==> config.mk <==
export PLATFORM = sky130hd
export DESIGN_NAME = cluster_peripherals
export DESIGN_NICKNAME = d
export VERILOG_FILES = /design/src/source/cluster_periph_pkg.sv /design/src/source/periph_bus_demux.sv /design/src/source/cluster_ctrl_unit.sv /design/src/source/cluster_timer.sv /design/src/source/event_unit.sv /design/src/source/cluster_peripherals.sv
export SDC_FILE = /design/constraint.sdc
export NUM_CORES = 1
export LEC_CHECK = 0
export ABC_AREA = 1
export BUFFER_PORTS_ARGS = -buffer_cell sky130_fd_sc_hd__buf_2
export CORE_MARGIN = 2
export CORE_UTILIZATION = 30
export DETAILED_ROUTE_END_ITERATION = 10
export GPL_TIMING_DRIVEN = 0
export PLACE_DENSITY = 0.58
export SLEW_MARGIN = 25
export SYNTH_ARGS = -nofsm -noshare
export SYNTH_HDL_FRONTEND = slang
export SYNTH_SLANG_ARGS = --single-unit
==> constraint.sdc <==
create_clock -name clk_i -period 4.5 [get_ports clk_i]
set_clock_uncertainty 0.2 [all_clocks]
set_input_delay 0.675 -clock clk_i [delete_from_list [all_inputs] [get_ports clk_i]]
set_output_delay 0.675 -clock clk_i [all_outputs]
set_load 0.05 [all_outputs]
==> src/source/cluster_periph_pkg.sv <==
// ******************************
// Cluster peripheral package
// Bus widths, slot map and register offsets
// ******************************
`default_nettype none

package cluster_periph_pkg;

  // ******************************
  // Sizes
  // ******************************
  localparam int unsigned NB_CORES  = 4;
  localparam int unsigned CORE_W    = $clog2(NB_CORES);
  localparam int unsigned ADDR_W    = 12;
  localparam int unsigned DATA_W    = 32;
  localparam int unsigned ID_W      = NB_CORES + 1;
  localparam int unsigned NB_EVT    = 8;
  localparam int unsigned EVT_IDX_W = $clog2(NB_EVT);
  localparam int unsigned IRQ_ID_W  = 5;
  localparam int unsigned SLOT_W    = 2;
  // Word offset inside a slot, address bits 9:2
  localparam int unsigned OFF_W     = 8;

  localparam logic [DATA_W-1:0] BOOT_ADDR_RST = 32'h1C00_0000;
  localparam logic [DATA_W-1:0] ERR_RDATA     = 32'hDEAD_B33F;

  // Slot taken from address bits 11:10
  typedef enum logic [SLOT_W-1:0] {
    SLOT_CTRL  = 2'd0,
    SLOT_TIMER = 2'd1,
    SLOT_EU    = 2'd2,
    SLOT_NONE  = 2'd3
  } periph_slot_e;

  typedef enum logic {
    CORE_RUN   = 1'b0,
    CORE_SLEEP = 1'b1
  } core_state_e;

  // ******************************
  // Register offsets
  // ******************************
  localparam logic [OFF_W-1:0] CTRL_EOC       = 8'h00;
  localparam logic [OFF_W-1:0] CTRL_FETCH_EN  = 8'h02;
  localparam logic [OFF_W-1:0] CTRL_CG_EN     = 8'h08;
  localparam logic [OFF_W-1:0] CTRL_BOOT_BASE = 8'h10;

  localparam logic [OFF_W-1:0] TMR_CFG   = 8'h00;
  localparam logic [OFF_W-1:0] TMR_COUNT = 8'h01;
  localparam logic [OFF_W-1:0] TMR_CMP   = 8'h02;

  // Event unit registers, inside a 4-word block per core
  localparam logic [1:0] EU_MASK       = 2'd0;
  localparam logic [1:0] EU_BUFFER     = 2'd1;
  localparam logic [1:0] EU_BUFFER_CLR = 2'd2;
  localparam logic [1:0] EU_SLEEP      = 2'd3;

endpackage

`default_nettype wire

==> src/source/periph_bus_demux.sv <==
// ******************************
// Peripheral bus demux
// Steers requests to a slot, returns responses
// ******************************
`timescale 1ns/100ps
`default_nettype none

module periph_bus_demux import cluster_periph_pkg::*; (
  input  logic              clk_i,
  input  logic              arst_n_i,
  input  logic              req_i,
  input  logic [ADDR_W-1:0] addr_i,
  input  logic              wen_i,
  input  logic [DATA_W-1:0] wdata_i,
  input  logic [ID_W-1:0]   id_i,
  output logic              gnt_o,
  output logic              r_valid_o,
  output logic [DATA_W-1:0] r_rdata_o,
  output logic              r_opc_o,
  output logic [ID_W-1:0]   r_id_o,
  output logic              ctrl_req_o,
  output logic              tmr_req_o,
  output logic              eu_req_o,
  input  logic [DATA_W-1:0] ctrl_rdata_i,
  input  logic [DATA_W-1:0] tmr_rdata_i,
  input  logic [DATA_W-1:0] eu_rdata_i
);

  periph_slot_e slot;
  periph_slot_e slot_q;
  logic         rd_q;

  assign slot  = periph_slot_e'(addr_i[ADDR_W-1:ADDR_W-SLOT_W]);
  // Every slave grants in the request cycle
  assign gnt_o = req_i;

  assign ctrl_req_o = req_i && (slot == SLOT_CTRL);
  assign tmr_req_o  = req_i && (slot == SLOT_TIMER);
  assign eu_req_o   = req_i && (slot == SLOT_EU);

  // ******************************
  // Response bookkeeping
  // ******************************
  always_ff @(posedge clk_i or negedge arst_n_i) begin
    if (!arst_n_i) begin
      r_valid_o <= 1'b0;
      slot_q    <= SLOT_CTRL;
      rd_q      <= 1'b0;
    end else begin
      r_valid_o <= req_i;
      if (req_i) begin
        slot_q <= slot;
        rd_q   <= wen_i;
      end
    end
  end

  always_ff @(posedge clk_i) begin
    if (req_i) begin
      r_id_o <= id_i;
    end
  end

  // Unplugged slot answers with an error word and other writes return zero
  always_comb begin
    r_rdata_o = '0;
    case (slot_q)
      SLOT_CTRL:  r_rdata_o = rd_q ? ctrl_rdata_i : '0;
      SLOT_TIMER: r_rdata_o = rd_q ? tmr_rdata_i : '0;
      SLOT_EU:    r_rdata_o = rd_q ? eu_rdata_i : '0;
      default:    r_rdata_o = ERR_RDATA;
    endcase
  end

  assign r_opc_o = r_valid_o && (slot_q == SLOT_NONE);

  // Wdata only goes to the slaves
  logic unused_wdata;
  assign unused_wdata = ^wdata_i;

endmodule

`default_nettype wire

==> src/source/cluster_ctrl_unit.sv <==
// ******************************
// Cluster control unit
// EOC, fetch enable, boot addresses, clock gate
// ******************************
`timescale 1ns/100ps
`default_nettype none

module cluster_ctrl_unit import cluster_periph_pkg::*; (
  input  logic                           clk_i,
  input  logic                           arst_n_i,
  input  logic                           req_i,
  input  logic [ADDR_W-1:0]              addr_i,
  input  logic                           wen_i,
  input  logic [DATA_W-1:0]              wdata_i,
  output logic [DATA_W-1:0]              rdata_o,
  output logic                           eoc_o,
  output logic [NB_CORES-1:0]            fetch_enable_o,
  output logic                           cluster_cg_en_o,
  output logic [NB_CORES-1:0][DATA_W-1:0] boot_addr_o
);

  logic [OFF_W-1:0]  off;
  logic [OFF_W-1:0]  boot_sel;
  logic              boot_hit;
  logic [CORE_W-1:0] boot_idx;
  logic              wr_en;
  logic [DATA_W-1:0] rd_val;

  assign off      = addr_i[OFF_W+1:2];
  assign wr_en    = req_i && !wen_i;

  // Boot addresses sit in a window starting at CTRL_BOOT_BASE
  assign boot_sel = off - CTRL_BOOT_BASE;
  assign boot_hit = boot_sel < OFF_W'(NB_CORES);
  assign boot_idx = boot_sel[CORE_W-1:0];

  // ******************************
  // Register writes
  // ******************************
  always_ff @(posedge clk_i or negedge arst_n_i) begin
    if (!arst_n_i) begin
      eoc_o           <= 1'b0;
      fetch_enable_o  <= '0;
      cluster_cg_en_o <= 1'b0;
      boot_addr_o     <= {NB_CORES{BOOT_ADDR_RST}};
    end else if (wr_en) begin
      if (boot_hit) begin
        boot_addr_o[boot_idx] <= wdata_i;
      end else begin
        case (off)
          CTRL_EOC:      eoc_o           <= wdata_i[0];
          CTRL_FETCH_EN: fetch_enable_o  <= wdata_i[NB_CORES-1:0];
          CTRL_CG_EN:    cluster_cg_en_o <= wdata_i[0];
          default:       ;
        endcase
      end
    end
  end

  // ******************************
  // Read path
  // ******************************
  always_comb begin
    rd_val = '0;
    if (boot_hit) begin
      rd_val = boot_addr_o[boot_idx];
    end else begin
      case (off)
        CTRL_EOC:      rd_val = DATA_W'(eoc_o);
        CTRL_FETCH_EN: rd_val = DATA_W'(fetch_enable_o);
        CTRL_CG_EN:    rd_val = DATA_W'(cluster_cg_en_o);
        default:       rd_val = '0;
      endcase
    end
  end

  // Data is ready the cycle after the read
  always_ff @(posedge clk_i) begin
    if (req_i && wen_i) begin
      rdata_o <= rd_val;
    end
  end

endmodule

`default_nettype wire

==> src/source/cluster_timer.sv <==
// ******************************
// Cluster timer
// Counter with compare match event
// ******************************
`timescale 1ns/100ps
`default_nettype none

module cluster_timer import cluster_periph_pkg::*; (
  input  logic              clk_i,
  input  logic              arst_n_i,
  input  logic              req_i,
  input  logic [ADDR_W-1:0] addr_i,
  input  logic              wen_i,
  input  logic [DATA_W-1:0] wdata_i,
  output logic [DATA_W-1:0] rdata_o,
  output logic              evt_o,
  output logic              busy_o
);

  logic [OFF_W-1:0]  off;
  logic              wr_en;
  logic              en_q;
  logic [DATA_W-1:0] count_q;
  logic [DATA_W-1:0] cmp_q;
  logic              wrap;
  logic              clr;
  logic [DATA_W-1:0] rd_val;

  assign off   = addr_i[OFF_W+1:2];
  assign wr_en = req_i && !wen_i;
  assign clr   = wr_en && (off == TMR_CFG) && wdata_i[1];

  // Count wraps at the compare value
  assign wrap  = en_q && (count_q == cmp_q);

  // ******************************
  // Counter and config
  // ******************************
  always_ff @(posedge clk_i or negedge arst_n_i) begin
    if (!arst_n_i) begin
      en_q    <= 1'b0;
      cmp_q   <= '0;
      count_q <= '0;
      evt_o   <= 1'b0;
    end else begin
      // With a zero compare value the event fires every other cycle
      evt_o <= wrap && !evt_o;
      if (wr_en && (off == TMR_CFG)) begin
        en_q <= wdata_i[0];
      end
      if (wr_en && (off == TMR_CMP)) begin
        cmp_q <= wdata_i;
      end
      if (clr) begin
        count_q <= '0;
      end else if (wr_en && (off == TMR_COUNT)) begin
        count_q <= wdata_i;
      end else if (en_q) begin
        count_q <= wrap ? '0 : count_q + 1'b1;
      end
    end
  end

  assign busy_o = en_q;

  // ******************************
  // Read path
  // ******************************
  always_comb begin
    case (off)
      TMR_CFG:   rd_val = DATA_W'(en_q);
      TMR_COUNT: rd_val = count_q;
      TMR_CMP:   rd_val = cmp_q;
      default:   rd_val = '0;
    endcase
  end

  always_ff @(posedge clk_i) begin
    if (req_i && wen_i) begin
      rdata_o <= rd_val;
    end
  end

endmodule

`default_nettype wire

==> src/source/event_unit.sv <==
// ******************************
// Event unit
// Event buffers, interrupts and core sleep
// ******************************
`timescale 1ns/100ps
`default_nettype none

module event_unit import cluster_periph_pkg::*; (
  input  logic                             clk_i,
  input  logic                             arst_n_i,
  input  logic                             req_i,
  input  logic [ADDR_W-1:0]                addr_i,
  input  logic                             wen_i,
  input  logic [DATA_W-1:0]                wdata_i,
  input  logic                             tmr_evt_i,
  input  logic [NB_EVT-2:0]                evt_i,
  input  logic [NB_CORES-1:0]              core_busy_i,
  input  logic [NB_CORES-1:0]              irq_ack_i,
  input  logic [NB_CORES-1:0][IRQ_ID_W-1:0] irq_ack_id_i,
  output logic [DATA_W-1:0]                rdata_o,
  output logic [NB_CORES-1:0]              irq_req_o,
  output logic [NB_CORES-1:0][IRQ_ID_W-1:0] irq_id_o,
  output logic [NB_CORES-1:0]              core_clk_en_o
);

  logic [OFF_W-1:0]                 off;
  logic                             eu_hit;
  logic [CORE_W-1:0]                eu_core;
  logic [1:0]                       eu_reg;
  logic                             wr_en;
  logic [NB_EVT-1:0]                evt_vec;
  logic [NB_CORES-1:0][NB_EVT-1:0]  mask_q;
  logic [NB_CORES-1:0][NB_EVT-1:0]  buf_q;
  logic [NB_CORES-1:0][NB_EVT-1:0]  pend;
  logic [NB_CORES-1:0][NB_EVT-1:0]  clr_mask;
  core_state_e [NB_CORES-1:0]       state_q;
  logic [DATA_W-1:0]                rd_val;

  // Offset is core * 4 + register
  assign off     = addr_i[OFF_W+1:2];
  assign eu_hit  = off[OFF_W-1:CORE_W+2] == '0;
  assign eu_core = off[CORE_W+1:2];
  assign eu_reg  = off[1:0];
  assign wr_en   = req_i && !wen_i && eu_hit;

  // Timer goes to bit 0 of every core
  assign evt_vec = {evt_i, tmr_evt_i};

  // ******************************
  // Pending events and irq id
  // ******************************
  always_comb begin
    for (int c = 0; c < NB_CORES; c++) begin
      pend[c]      = buf_q[c] & mask_q[c];
      irq_req_o[c] = |pend[c];
      irq_id_o[c]  = '0;
      // Lowest pending bit wins
      for (int b = NB_EVT - 1; b >= 0; b--) begin
        if (pend[c][b]) begin
          irq_id_o[c] = IRQ_ID_W'(b);
        end
      end
      core_clk_en_o[c] = !((state_q[c] == CORE_SLEEP) && !core_busy_i[c]);
    end
  end

  // Clears from software and from acknowledges
  always_comb begin
    for (int c = 0; c < NB_CORES; c++) begin
      clr_mask[c] = irq_ack_i[c] ? (NB_EVT'(1) << irq_ack_id_i[c]) : '0;
      if (wr_en && (eu_core == CORE_W'(c)) && (eu_reg == EU_BUFFER_CLR)) begin
        clr_mask[c] = clr_mask[c] | wdata_i[NB_EVT-1:0];
      end
    end
  end

  // ******************************
  // Per-core state
  // ******************************
  always_ff @(posedge clk_i or negedge arst_n_i) begin
    if (!arst_n_i) begin
      mask_q  <= '0;
      buf_q   <= '0;
      state_q <= {NB_CORES{CORE_RUN}};
    end else begin
      for (int c = 0; c < NB_CORES; c++) begin
        // A new event beats a clear in the same cycle
        buf_q[c] <= (buf_q[c] & ~clr_mask[c]) | evt_vec;
        if (wr_en && (eu_core == CORE_W'(c)) && (eu_reg == EU_MASK)) begin
          mask_q[c] <= wdata_i[NB_EVT-1:0];
        end
        if (irq_req_o[c]) begin
          state_q[c] <= CORE_RUN;
        end else if (wr_en && (eu_core == CORE_W'(c)) && (eu_reg == EU_SLEEP)) begin
          state_q[c] <= CORE_SLEEP;
        end
      end
    end
  end

  // Read path
  always_comb begin
    rd_val = '0;
    if (eu_hit) begin
      case (eu_reg)
        EU_MASK:   rd_val = DATA_W'(mask_q[eu_core]);
        EU_BUFFER: rd_val = DATA_W'(buf_q[eu_core]);
        EU_SLEEP:  rd_val = DATA_W'(state_q[eu_core]);
        default:   rd_val = '0;
      endcase
    end
  end

  always_ff @(posedge clk_i) begin
    if (req_i && wen_i) begin
      rdata_o <= rd_val;
    end
  end

  for (genvar c = 0; c < NB_CORES; c++) begin : g_ack_chk
    a_ack_pending: assert property (@(posedge clk_i) disable iff (!arst_n_i)
      irq_ack_i[c] |-> (irq_ack_id_i[c] < NB_EVT) &&
                       buf_q[c][irq_ack_id_i[c][EVT_IDX_W-1:0]]);
  end

endmodule

`default_nettype wire

==> src/source/cluster_peripherals.sv <==
// ******************************
// Cluster peripherals top
// Bus demux, control unit, timer, event unit
// ******************************
`timescale 1ns/100ps
`default_nettype none

module cluster_peripherals import cluster_periph_pkg::*; (
  input  logic                              clk_i,
  input  logic                              arst_n_i,
  input  logic                              req_i,
  input  logic [ADDR_W-1:0]                 addr_i,
  input  logic                              wen_i,
  input  logic [DATA_W-1:0]                 wdata_i,
  input  logic [ID_W-1:0]                   id_i,
  output logic                              gnt_o,
  output logic                              r_valid_o,
  output logic [DATA_W-1:0]                 r_rdata_o,
  output logic                              r_opc_o,
  output logic [ID_W-1:0]                   r_id_o,
  input  logic [NB_EVT-2:0]                 evt_i,
  input  logic [NB_CORES-1:0]               core_busy_i,
  input  logic [NB_CORES-1:0]               irq_ack_i,
  input  logic [NB_CORES-1:0][IRQ_ID_W-1:0] irq_ack_id_i,
  output logic [NB_CORES-1:0]               irq_req_o,
  output logic [NB_CORES-1:0][IRQ_ID_W-1:0] irq_id_o,
  output logic [NB_CORES-1:0]               core_clk_en_o,
  output logic [NB_CORES-1:0]               fetch_enable_o,
  output logic [NB_CORES-1:0][DATA_W-1:0]   boot_addr_o,
  output logic                              eoc_o,
  output logic                              cluster_cg_en_o,
  output logic                              busy_o
);

  logic              ctrl_req;
  logic              tmr_req;
  logic              eu_req;
  logic [DATA_W-1:0] ctrl_rdata;
  logic [DATA_W-1:0] tmr_rdata;
  logic [DATA_W-1:0] eu_rdata;
  logic              tmr_evt;

  // ******************************
  // Bus demux
  // ******************************
  periph_bus_demux i_demux (
    .clk_i        (clk_i),
    .arst_n_i     (arst_n_i),
    .req_i        (req_i),
    .addr_i       (addr_i),
    .wen_i        (wen_i),
    .wdata_i      (wdata_i),
    .id_i         (id_i),
    .gnt_o        (gnt_o),
    .r_valid_o    (r_valid_o),
    .r_rdata_o    (r_rdata_o),
    .r_opc_o      (r_opc_o),
    .r_id_o       (r_id_o),
    .ctrl_req_o   (ctrl_req),
    .tmr_req_o    (tmr_req),
    .eu_req_o     (eu_req),
    .ctrl_rdata_i (ctrl_rdata),
    .tmr_rdata_i  (tmr_rdata),
    .eu_rdata_i   (eu_rdata)
  );

  // ******************************
  // Slaves
  // ******************************
  cluster_ctrl_unit i_ctrl (
    .clk_i           (clk_i),
    .arst_n_i        (arst_n_i),
    .req_i           (ctrl_req),
    .addr_i          (addr_i),
    .wen_i           (wen_i),
    .wdata_i         (wdata_i),
    .rdata_o         (ctrl_rdata),
    .eoc_o           (eoc_o),
    .fetch_enable_o  (fetch_enable_o),
    .cluster_cg_en_o (cluster_cg_en_o),
    .boot_addr_o     (boot_addr_o)
  );

  cluster_timer i_timer (
    .clk_i    (clk_i),
    .arst_n_i (arst_n_i),
    .req_i    (tmr_req),
    .addr_i   (addr_i),
    .wen_i    (wen_i),
    .wdata_i  (wdata_i),
    .rdata_o  (tmr_rdata),
    .evt_o    (tmr_evt),
    .busy_o   (busy_o)
  );

  // Timer event is shared by all cores
  event_unit i_eu (
    .clk_i         (clk_i),
    .arst_n_i      (arst_n_i),
    .req_i         (eu_req),
    .addr_i        (addr_i),
    .wen_i         (wen_i),
    .wdata_i       (wdata_i),
    .tmr_evt_i     (tmr_evt),
    .evt_i         (evt_i),
    .core_busy_i   (core_busy_i),
    .irq_ack_i     (irq_ack_i),
    .irq_ack_id_i  (irq_ack_id_i),
    .rdata_o       (eu_rdata),
    .irq_req_o     (irq_req_o),
    .irq_id_o      (irq_id_o),
    .core_clk_en_o (core_clk_en_o)
  );

endmodule

`default_nettype wire

; ---- Yosys cells after proc, flatten, opt, wreduce, memory -nomap -nowiden
; Index checks and enable logic that the tools add are counted.
[totals]
reg_bits = 373
input_bits = 88
wordCells = 214
[op_classes]
n_addsub = 2
n_lt_le_gt_ge = 4
eq_ne = 15
shift = 4
muxes = 71
bitwise_logic = 21
reduce_logical = 67
[op_table]
columns = operator, n
row1 = 2-to-1 mux 32 bit, 10
row2 = case mux 32 bit (3 select lines), 2
row3 = bitwise mux 128 bit, 1
row4 = 2-to-1 mux 8 bit, 10
row5 = 2-to-1 mux 3 bit, 25
row6 = AND 8 bit, 8
row7 = binary-select mux 32 bit (select 2 bit), 1
row8 = demux 32 bit (select 2 bit), 1
row9 = OR 8 bit, 8
row10 = logical AND 1 bit, 38
row11 = 2-to-1 mux 5 bit, 7
row12 = "adder 32 x 1 -> 32 bit, second input constant", 1
row13 = binary-select mux 8 bit (select 2 bit), 2
row14 = equality test 32 bit, 1
row15 = inverter 8 bit, 4
row16 = OR reduction 8 bit, 4
row17 = "left shift 1 x 5 -> 8 bit, first input constant", 4
row18 = case mux 8 bit (3 select lines), 1
row19 = "equality test 2 bit, second input constant", 7
row20 = case mux 4 bit (3 select lines), 1
row21 = logical NOT 1 bit, 10
row22 = 2-to-1 mux 1 bit, 9
row23 = AND reduction 3 bit, 3
row24 = "equality test 2 x 1 -> 1 bit, second input constant", 4
row25 = other kinds (15), 22

; ---- Longest topological paths before layout
; Gate-level depths: netlist (run 1).
[logic_depth]
word_depth = 10
mapped_depth = 14
mapped_depth_nobuf = 13

; ---- Cells and area by module
; A second synthesis (run 1) with hierarchy kept.
[hier_totals]
hier_cells = 2608
area_unflattened_um2 = 19771.5
[by_module_without_submodules]
columns = mod, n_inst, cells_per_inst, area_each_um2, seq_area_each_um2
row1 = cluster_ctrl_unit, 1, 886, 7736.2, 4329.2
row2 = cluster_timer, 1, 828, 5916.9, 2612.5
row3 = event_unit, 1, 622, 4620.7, 1941.9
row4 = periph_bus_demux, 1, 272, 1497.7, 250.2

; ---- Worst setup path before layout (run 1)
; OpenSTA, ideal clock, no wires.
[synth_timing]
kind = in2reg
from = input addr_i[11]
to = register i_timer.rdata_o[0] (enable)
arrival_ns = 2.955
required_ns = 3.839
setup_slack_ns = 0.884
path_stages = 1
path_cell_list = nor3_1
[synth_between]
elab_chain_len = 3
[synth_lines]
columns = element, line
row1 = start: declaration, cluster_peripherals.sv:12  ; input logic [ADDR_W-1:0] addr_i,
row2 = equality test 2 x 1 -> 1 bit, periph_bus_demux.sv:38  ; assign tmr_req_o = req_i && (slot == SLOT_TIMER);
row3 = logical AND 1 bit, periph_bus_demux.sv:38
row4 = logical AND 1 bit, cluster_timer.sv:79  ; if (req_i && wen_i) begin
row5 = end signal: assignment, cluster_timer.sv:80  ; rdata_o <= rd_val;
row6 = end: declaration, cluster_timer.sv:15  ; output logic [DATA_W-1:0] rdata_o,
; Every way passes these cells.
; A chain may end at the register's enable or synchronous reset.

; ---- Final worst setup path (run 1)
[layout_timing]
from = register i_demux.slot_q[1]
to = output r_rdata_o[1]
[layout_between]
elab_chain_len = 2
[layout_lines]
columns = element, line
row1 = start: declaration, periph_bus_demux.sv:30  ; periph_slot_e slot_q;
row2 = start signal: assignment, periph_bus_demux.sv:52  ; slot_q <= slot;
row3 = equality test 2 bit (tied with other cells), periph_bus_demux.sv:67  ; case (slot_q)
row4 = case mux 32 bit (3 select lines) *, periph_bus_demux.sv:67
row5 = end: declaration, cluster_peripherals.sv:18  ; output logic [DATA_W-1:0] r_rdata_o,
; Mark *: on every way between the ends. The rest lies on a longest branch, timed or not.

==> key figures, run 1 <==
Route
  • Avg WL per Cell: 22.2 µm
  • Vias per cell: about 5.2
  • Detail Route Antenna Nets: 0
  • TritonRoute pass-1 iters: 5
  • First-iteration detailed-routing DRC count: 1704
  • Post-Route WL: ~70000 µm
  • Via count: ~17000
  • DR DRC count: 0

Synth
  • Post-synthesis adder-cell area fraction: less than 1%
  • Compound-Gate Fraction of Synth Area: between 10% and 20%
  • Most used DFF post-synth: dfrtp_1
  • Main combinational cell family by area after synthesis: simple AND/OR/NAND/NOR gates
  • Synth Register Bits: roughly 350
  • Multiplexer area fraction after synthesis: 0%
  • Cell count after synthesis: around 2100
  • Area leader, netlist: dfrtp_1
  • EDFF count, synth: 77
  • Synth Area in XOR/XNOR: approximately 1.2%
  • Ys async rst share: between 70% and 80%
  • Synth Warn #: 0
  • Mean Syn Cell Area: 8.23 µm²
  • Simple-gate portion of the synthesized area: a little over a fifth
  • Syn Std Cell Area: ~17000 µm²
  • Share of the synthesized area in the top cell type: about 37%
  • Yosys cell types: 48
  • Largest cells by area after synthesis: dfrtp_1, nand2_1, edfxtp_1, o21ai_1, inv_1
  • Seq/Total Area, Yosys: 52.6%

Pwr
  • VDD IR max: 0.228 mV
  • Total power: around 0.0075 W
  • Leakage power: between 9 and 10 nW
  • Pwr/cell area: between 300 and 400 nW/µm²

STA
  • Worst-Margin Slew: between 800 and 900 ps
  • Worst rel slew slack: roughly 44%
  • Final-report setup violation count: 0
  • Fmax: roughly 0.26 GHz
  • Final hold vios: 0
  • Fin crit period: between 3000 and 4000 ps
  • Slew Limit Fails: 0
  • Fin Hold WS: ~89 ps
  • Fin crit share: 86.5%
  • RSZ-0062 raised after global routing: false

Placed design
  • I/O Buffers: 280
  • GPL Wtd Cong: around 0.94
  • Hpwl dp: ~56000 µm

Clocking
  • Skew-Pair Late Insertion Delay: 560 ps
  • CTS root buf: clkbuf_16
  • H-tree depth: 2
  • CTS max path bufs: 3
  • Total CTS buffers: 39
  • Post-CTS Setup Bufs: 0
  • Clock sinks: around 350
  • CTS tree: done
  • Clk slew on worst S/H paths: roughly 60 ps

Floorplan
  • Die ar.: about 60000 µm²
  • Die Wd: approximately 240 µm
  • Initial Util: a little under a third
  • Die Span Y: approximately 240 µm
  • I/O pin count: ~290
  • Std-Cell Core Area: 57500 µm²
  • Standard-cell rows: 88

Job
  • Max-capacitance violation count: 0

Cells and area
  • Nets: ~2500
  • Filler instances: around 6100
  • Area Overhead vs Synth: 21.9%
  • Commonest non-fill, non-tap cell in the layout: nand2_1
  • Most frequent cells in the layout: nand2_1, buf_2, dfrtp_1
  • Share of cells above drive strength 1: between 10% and 20%

GRT
  • First-pass GRT wire length: ~110000 µm
  • Largest net degree at the start of global routing: 90
  • Total grt overflow: 0
  • Vias in the first global route: 16631
  • Global-route usage over all layers: 23.7%
  • Initial antenna violation count: 8

Hold path
  • Hold Path Origin: id_i[2]
  • Hold Path End: i_demux.r_id_o[2]
  • Hold Path Class: input port to flip-flop
  • Hold depth: 1

Critical path
  • CP endpoint kind: output pin
  • Setup crit start kind: flip-flop
  • FF-to-FF End: i_timer.count_q[14]
  • Critical Path RT: approximately 3600 ps
  • Worst R2R Setup Slack: 2040 ps
  • FF-to-FF path depth: 11
  • Crit path DAT: 3020 ps
  • Crit Path Category: flip-flop to output pin
  • Crit Reg-Reg Startpoint: i_timer.count_q[0]
  • Max Fanout on Critical Path: 10

Run status
  • Status: complete, no violations
==> cell families (layout without fill, tap and decap cells) <==
| logic type | Yosys count | after routing |
|---|---|---|
| DFF | 349 | 349 |
| buffers and inverters | 312 | 670 |
| xor gates and xnor gates | 23 | 23 |
| adders and majority gates | 1 | 1 |
| AOI/OAI and AO/OA | 507 | 507 |
| and+or+nand+nor | 915 | 915 |
| other | 1 | 13 |
==> state kept, by name, summed over array words and instances (netlist names) <==
signal and cells:
i_timer.cmp_q 32, i_timer.evt_o 1, i_ctrl.eoc_o 1, i_ctrl.boot_addr_o 128, i_demux.r_valid_o 1, i_eu.mask_q 32, i_ctrl.cluster_cg_en_o 1, i_timer.busy_o 1
i_timer.rdata_o 32, i_demux.r_id_o 5, i_ctrl.rdata_o 32, i_eu.buf_q 32, i_demux.rd_q 1, i_eu.state_q 4, i_timer.count_q 32, i_demux.slot_q 2
i_ctrl.fetch_enable_o 4, i_eu.rdata_o 8
==> routing by layer <==
layer | global-route usage [%] | wire length (µm) | vias up
met2 | 36.7 | 32100 | 761
met4 | 9.33 | 2540 | 0
met1 | 32.9 | 31600 | 8314
met3 | 4.43 | 5730 | 116
li1 | - | - | 7744
met5 | 0 | 0 | -
==> worst max-delay path by stage <==
| stage | from | endpoint | depth (start not counted) |
|---|---|---|---|
| after floorplan | addr_i[11] | i_timer.rdata_o[0] | 1 |
| after global placement | arst_n_i | i_timer.cmp_q[28] | 1 |
| after detailed placement | i_demux.slot_q[1] | r_rdata_o[1] | 7 |
| after CTS | i_demux.slot_q[1] | r_rdata_o[1] | 7 |
| after global routing | i_demux.slot_q[1] | r_rdata_o[3] | 7 |
| final | i_demux.slot_q[1] | r_rdata_o[1] | 7 |
==> timing repair <==
action | in CTS | in global routing
hold buffers | 1 | 0
endpoints found under the setup margin | 0 | 0
hold endpoints to repair | 19 | 0
gates resized for setup | 0 | 0
==> synthesized netlist by cell type (2+ instances only) <==
| library cell | n |
|---|---|
| nand3_2 | 9 |
| edfxtp_1 | 77 |
| a32oi_1 | 2 |
| nor4_1 | 3 |
| o21ai_1 | 173 |
| clkbuf_1 | 59 |
| a41oi_1 | 3 |
| or2_2 | 4 |
| nor2_1 | 82 |
| nor3b_1 | 2 |
| a22oi_1 | 81 |
| a21oi_1 | 76 |
| dfstp_2 | 12 |
| buf_6 | 3 |
| nand3_1 | 109 |
| o211ai_1 | 11 |
| a21o_1 | 3 |
| o22ai_1 | 38 |
| nand2_1 | 646 |
| a22o_1 | 3 |
| a31oi_1 | 7 |
| nand2_2 | 5 |
| xor2_1 | 16 |
| buf_2 | 33 |
| a21boi_0 | 4 |
| inv_1 | 177 |
| inv_2 | 19 |
| xnor2_1 | 7 |
| dfrtp_1 | 260 |
| clkinv_1 | 3 |
| o2111ai_1 | 2 |
| buf_1 | 6 |
| o221ai_1 | 11 |
| nand4_1 | 12 |
| nand3b_1 | 2 |
| buf_4 | 12 |
| nor3_1 | 28 |
| o21ai_0 | 91 |
| nor2_2 | 6 |
| nor3_2 | 2 |
| and2_1 | 2 |
==> worst max-delay path, cell delays in order (launching register included) <==
cell and delay [ps]:
dfrtp_1 410, nor2_1 300, clkbuf_1 520, nand2_1 160, nand2_1 110, a21oi_1 40, o21ai_0 530, buf_2 390
==> per-stage QoR <==
stage	util (%)	TNS [ps]	area, µm²	cells	worst slack [ps]
after floorplan	-	0	17400	2115	884
after global placement	34.3	-673970	19700	3160	-2540
after detailed placement	34.6	0	19900	3167	1220
after CTS	36.8	0	21100	3238	623
after global routing	36.8	0	21100	3243	476
final	36.8	0	21100	3243	607
==> power breakdown <==
| part | switching, W | total, W | internal, W |
|---|---|---|---|
| sequential | 0.0000912 | 0.00341 | 0.00331 |
| combinational | 0.000745 | 0.000983 | 0.000238 |
| clock | 0.00135 | 0.00316 | 0.00180 |
| total | 0.00219 | 0.00755 | 0.00536 |
==> cell type report <==
class                      instances  area (µm²)  area share (%)
tap                              765         957            4.53
sequential                       349        9130            43.2
clock buffer                      60        1180            5.57
antenna                            5        12.5          0.0592
clock inverter                    10        58.8           0.278
inverter                         199         747            3.53
multi-input combinational       1454        6980            33.0
timing repair buffer             288        1550            7.33
buffer                           113         533            2.52
Power figures use the tool's default switching activity.
==> run 2, diff against run 1 <==
CELL_PAD_IN_SITES_DETAIL_PLACEMENT = 0   (was not set)
CELL_PAD_IN_SITES_GLOBAL_PLACEMENT = 2   (was not set)
PLACE_DENSITY = 0.83   (was 0.58)
==> run 2 against run 1 <==
- final cell count increased by 0.19%
- highest routed layer is now met5
- combinational power about the same
- first-iteration DRC count fell by 12%
- register-to-register slack gained 100 ps
- critical endpoint is now r_rdata_o[3]
- utilization up 0.38 points
- count of clock-buffer cells in the layout down 5
- non-clock buffer count unchanged
- clock power grew 14%
==> key figures, run 2 (same netlist as run 1, synthesis figures left out) <==
Placed design
  • I/O Buffers: 280 (unchanged)
  • GPL Wtd Cong: 0.929 (was 0.944)
  • Placed cell count: 3167 (unchanged)
  • Hpwl dp: 56000 µm (about the same)
  • Place WS: 1360 ps (was 1220 ps)

Job
  • Max-capacitance violation count: 0 (unchanged)

Pwr
  • Leakage power: 10.0 nW (was 9.91 nW)
  • Clk network pwr share: 45.0% (was 41.8%)
  • Reg power frac: 42.7% (was 45.1%)
  • Sw Ratio: 29.1% (was 29.0%)
  • VDD IR max: 0.278 mV (was 0.228 mV)
  • Cell Int Power: 0.00565 W (was 0.00536 W)
  • Comb power frac: 12.3% (was 13.0%)
  • Pwr/cell area: 373 nW/µm² (was 357 nW/µm²)
  • Sw power: 0.00232 W (was 0.00219 W)

Clocking
  • CTS root buf: clkbuf_16 (unchanged)
  • CTS max path bufs: 3 (unchanged)
  • Clock sinks: 349 (unchanged)
  • Skew-Pair Late Insertion Delay: 600 ps (was 560 ps)
  • H-tree depth: 2 (unchanged)
  • Resized cells post-CTS: 0 (unchanged)
  • Clk slew on worst S/H paths: 60 ps (about the same)
  • CTS tree: done (unchanged)
  • Total CTS buffers: 42 (was 39)

Cells and area
  • Nets: 2536 (was 2533)
  • Largest register FFs: 128 (unchanged)
  • Area Overhead vs Synth: 23.1% (was 21.9%)
  • Commonest non-fill, non-tap cell in the layout: nand2_1 (unchanged)
  • Final std cells w/o fill: 3249 (was 3243)
  • Most frequent cells in the layout: nand2_1, buf_2, dfrtp_1 (unchanged)
  • Register with the most flip-flops: i_ctrl.boot_addr_o (unchanged)
  • Share of cells above drive strength 1: 18.8% (was 18.4%)

Critical path
  • Critical Path RT: 3620 ps (about the same)
  • FF-to-FF End: i_timer.count_q[28] (was i_timer.count_q[14])
  • Worst R2R Setup Slack: 2140 ps (was 2040 ps)
  • Setup crit start kind: flip-flop (unchanged)
  • Max Fanout on Critical Path: 10 (unchanged)
  • Crit path DAT: 2880 ps (was 3020 ps)
  • Crit Path Category: flip-flop to output pin (unchanged)
  • Crit Reg-Reg Startpoint: i_timer.count_q[0] (unchanged)
  • CP endpoint kind: output pin (unchanged)
  • FF-to-FF path depth: 12 (was 11)

GRT
  • Vias in the first global route: 16320 (was 16631)
  • Global-route usage over all layers: 24.0% (was 23.7%)
  • Largest net degree at the start of global routing: 79 (was 90)
  • Total grt overflow: 0 (unchanged)
  • Initial antenna violation count: 3 (was 8)
  • First-pass GRT wire length: 107000 µm (was 106000 µm)

Hold path
  • Hold depth: 1 (unchanged)
  • Hold Path Origin: id_i[3] (was id_i[2])
  • Hold Path End: i_demux.r_id_o[3] (was i_demux.r_id_o[2])
  • Hold Path Class: input port to flip-flop (unchanged)

STA
  • Fin crit share: 83.5% (was 86.5%)
  • Worst-Margin Slew: 985 ps (was 839 ps)
  • Final-report setup violation count: 0 (unchanged)
  • RSZ-0062 raised after global routing: false (unchanged)
  • Worst setup margin: 743 ps (was 607 ps)
  • Fin crit period: 3760 ps (was 3890 ps)
  • Slew Limit Fails: 0 (unchanged)
  • Worst rel slew slack: 34.3% (was 44.0%)
  • Fmax: 0.266 GHz (was 0.257 GHz)
  • Final hold vios: 0 (unchanged)

Route
  • Post-Route WL: 72200 µm (was 72000 µm)
  • Avg WL per Cell: 22.2 µm (about the same)
  • First-iteration detailed-routing DRC count: 1492 (was 1704)
  • Detail Route Antenna Nets: 0 (unchanged)
  • Vias per cell: 5.13 (was 5.22)
  • DR DRC count: 0 (unchanged)
  • Via count: 16658 (was 16935)
  • TritonRoute pass-1 iters: 5 (unchanged)

Floorplan
  • Die Span Y: 244 µm (unchanged)
  • Initial Util: 30.2% (unchanged)
  • Standard-cell rows: 88 (unchanged)
  • I/O pin count: 291 (unchanged)
  • Die Wd: 244 µm (unchanged)
  • Die ar.: 59800 µm² (unchanged)
  • Std-Cell Core Area: 57500 µm² (unchanged)

Run status
  • Status: complete, no violations (unchanged)
[run 2: cell types whose count changed in the layout (fill, tap and decap cells not counted), sizes merged]
| cell | delta |
|---|---|
| clkinvlp | -1 |
| clkinv | +5 |
| inv | +4 |
| diode | -1 |
| clkbuf | -5 |
| bufinv | +4 |
[run 2: layout make-up]
type / count / area (µm²)
repair buffers: 288 / 1550
well taps: 765 / 957
plain buffers: 113 / 533
diodes: 4 / 10.0
clock buffers: 55 / 1170
fillers: 6057 / 36100
inverters: 199 / 747
multi-input cells: 1454 / 6980
clock inverters: 22 / 290
flip-flops and latches: 349 / 9130
[run 2: per-layer routing]
layer	share of wire (%)	global-route usage [%]
met3	7.9	5.07
met4	2.3	6.33
met2	45	37.1
met1	45	33.9
met5	0.018	0
[run 2: worst max path at each step]
stage                            startpoint  slack [ps]            endpoint
after floorplan                  addr_i[11]         880  i_timer.rdata_o[0]
after global placement             arst_n_i       -2680   i_timer.cmp_q[26]
after detailed placement  i_demux.slot_q[1]        1360        r_rdata_o[3]
after CTS                 i_demux.slot_q[1]         730        r_rdata_o[3]
after global routing      i_demux.slot_q[1]         650       r_rdata_o[19]
final                     i_demux.slot_q[1]         740        r_rdata_o[3]
[run 2: repair_timing]
item / in CTS / in global routing
setup buffers: 0 / 0
hold buffers: 1 / 0
hold endpoints to repair: 65 / 0
[run 2: worst max-delay path: stages, from the launching register on]
cell	delay, ps
dfrtp_1	400
nor2_1	290
clkbuf_1	490
nand2_1	130
nand2_1	110
a21oi_1	40
o21ai_0	470
buf_2	370
[run 2: power by group through the flow]
stage	clock [W]	combinational, W	sequential [W]
floorplan	0	0.000552	0.00348
global placement	0	0.000959	0.00346
detailed placement	0	0.000977	0.00346
CTS	0.00366	0.000981	0.00340
global route	0.00377	0.00106	0.00341
finish	0.00359	0.000980	0.00340
[run 2: through the flow]
step | utilization, % | cell area (µm²) | TNS (ps) | hold slack, ps | power [W]
3_3_place_gp | 34.3 | 19700 | -710470 | 271 | 0.00442
3_5_place_dp | 34.6 | 19900 | 0 | 277 | 0.00444
4_1_cts | 37.2 | 21400 | 0 | 33.5 | 0.00804
6_report | 37.2 | 21400 | 0 | 61.1 | 0.00798
5_1_grt | 37.2 | 21400 | 0 | 45.9 | 0.00825
2_1_floorplan | - | 17400 | 0 | 179 | 0.00403
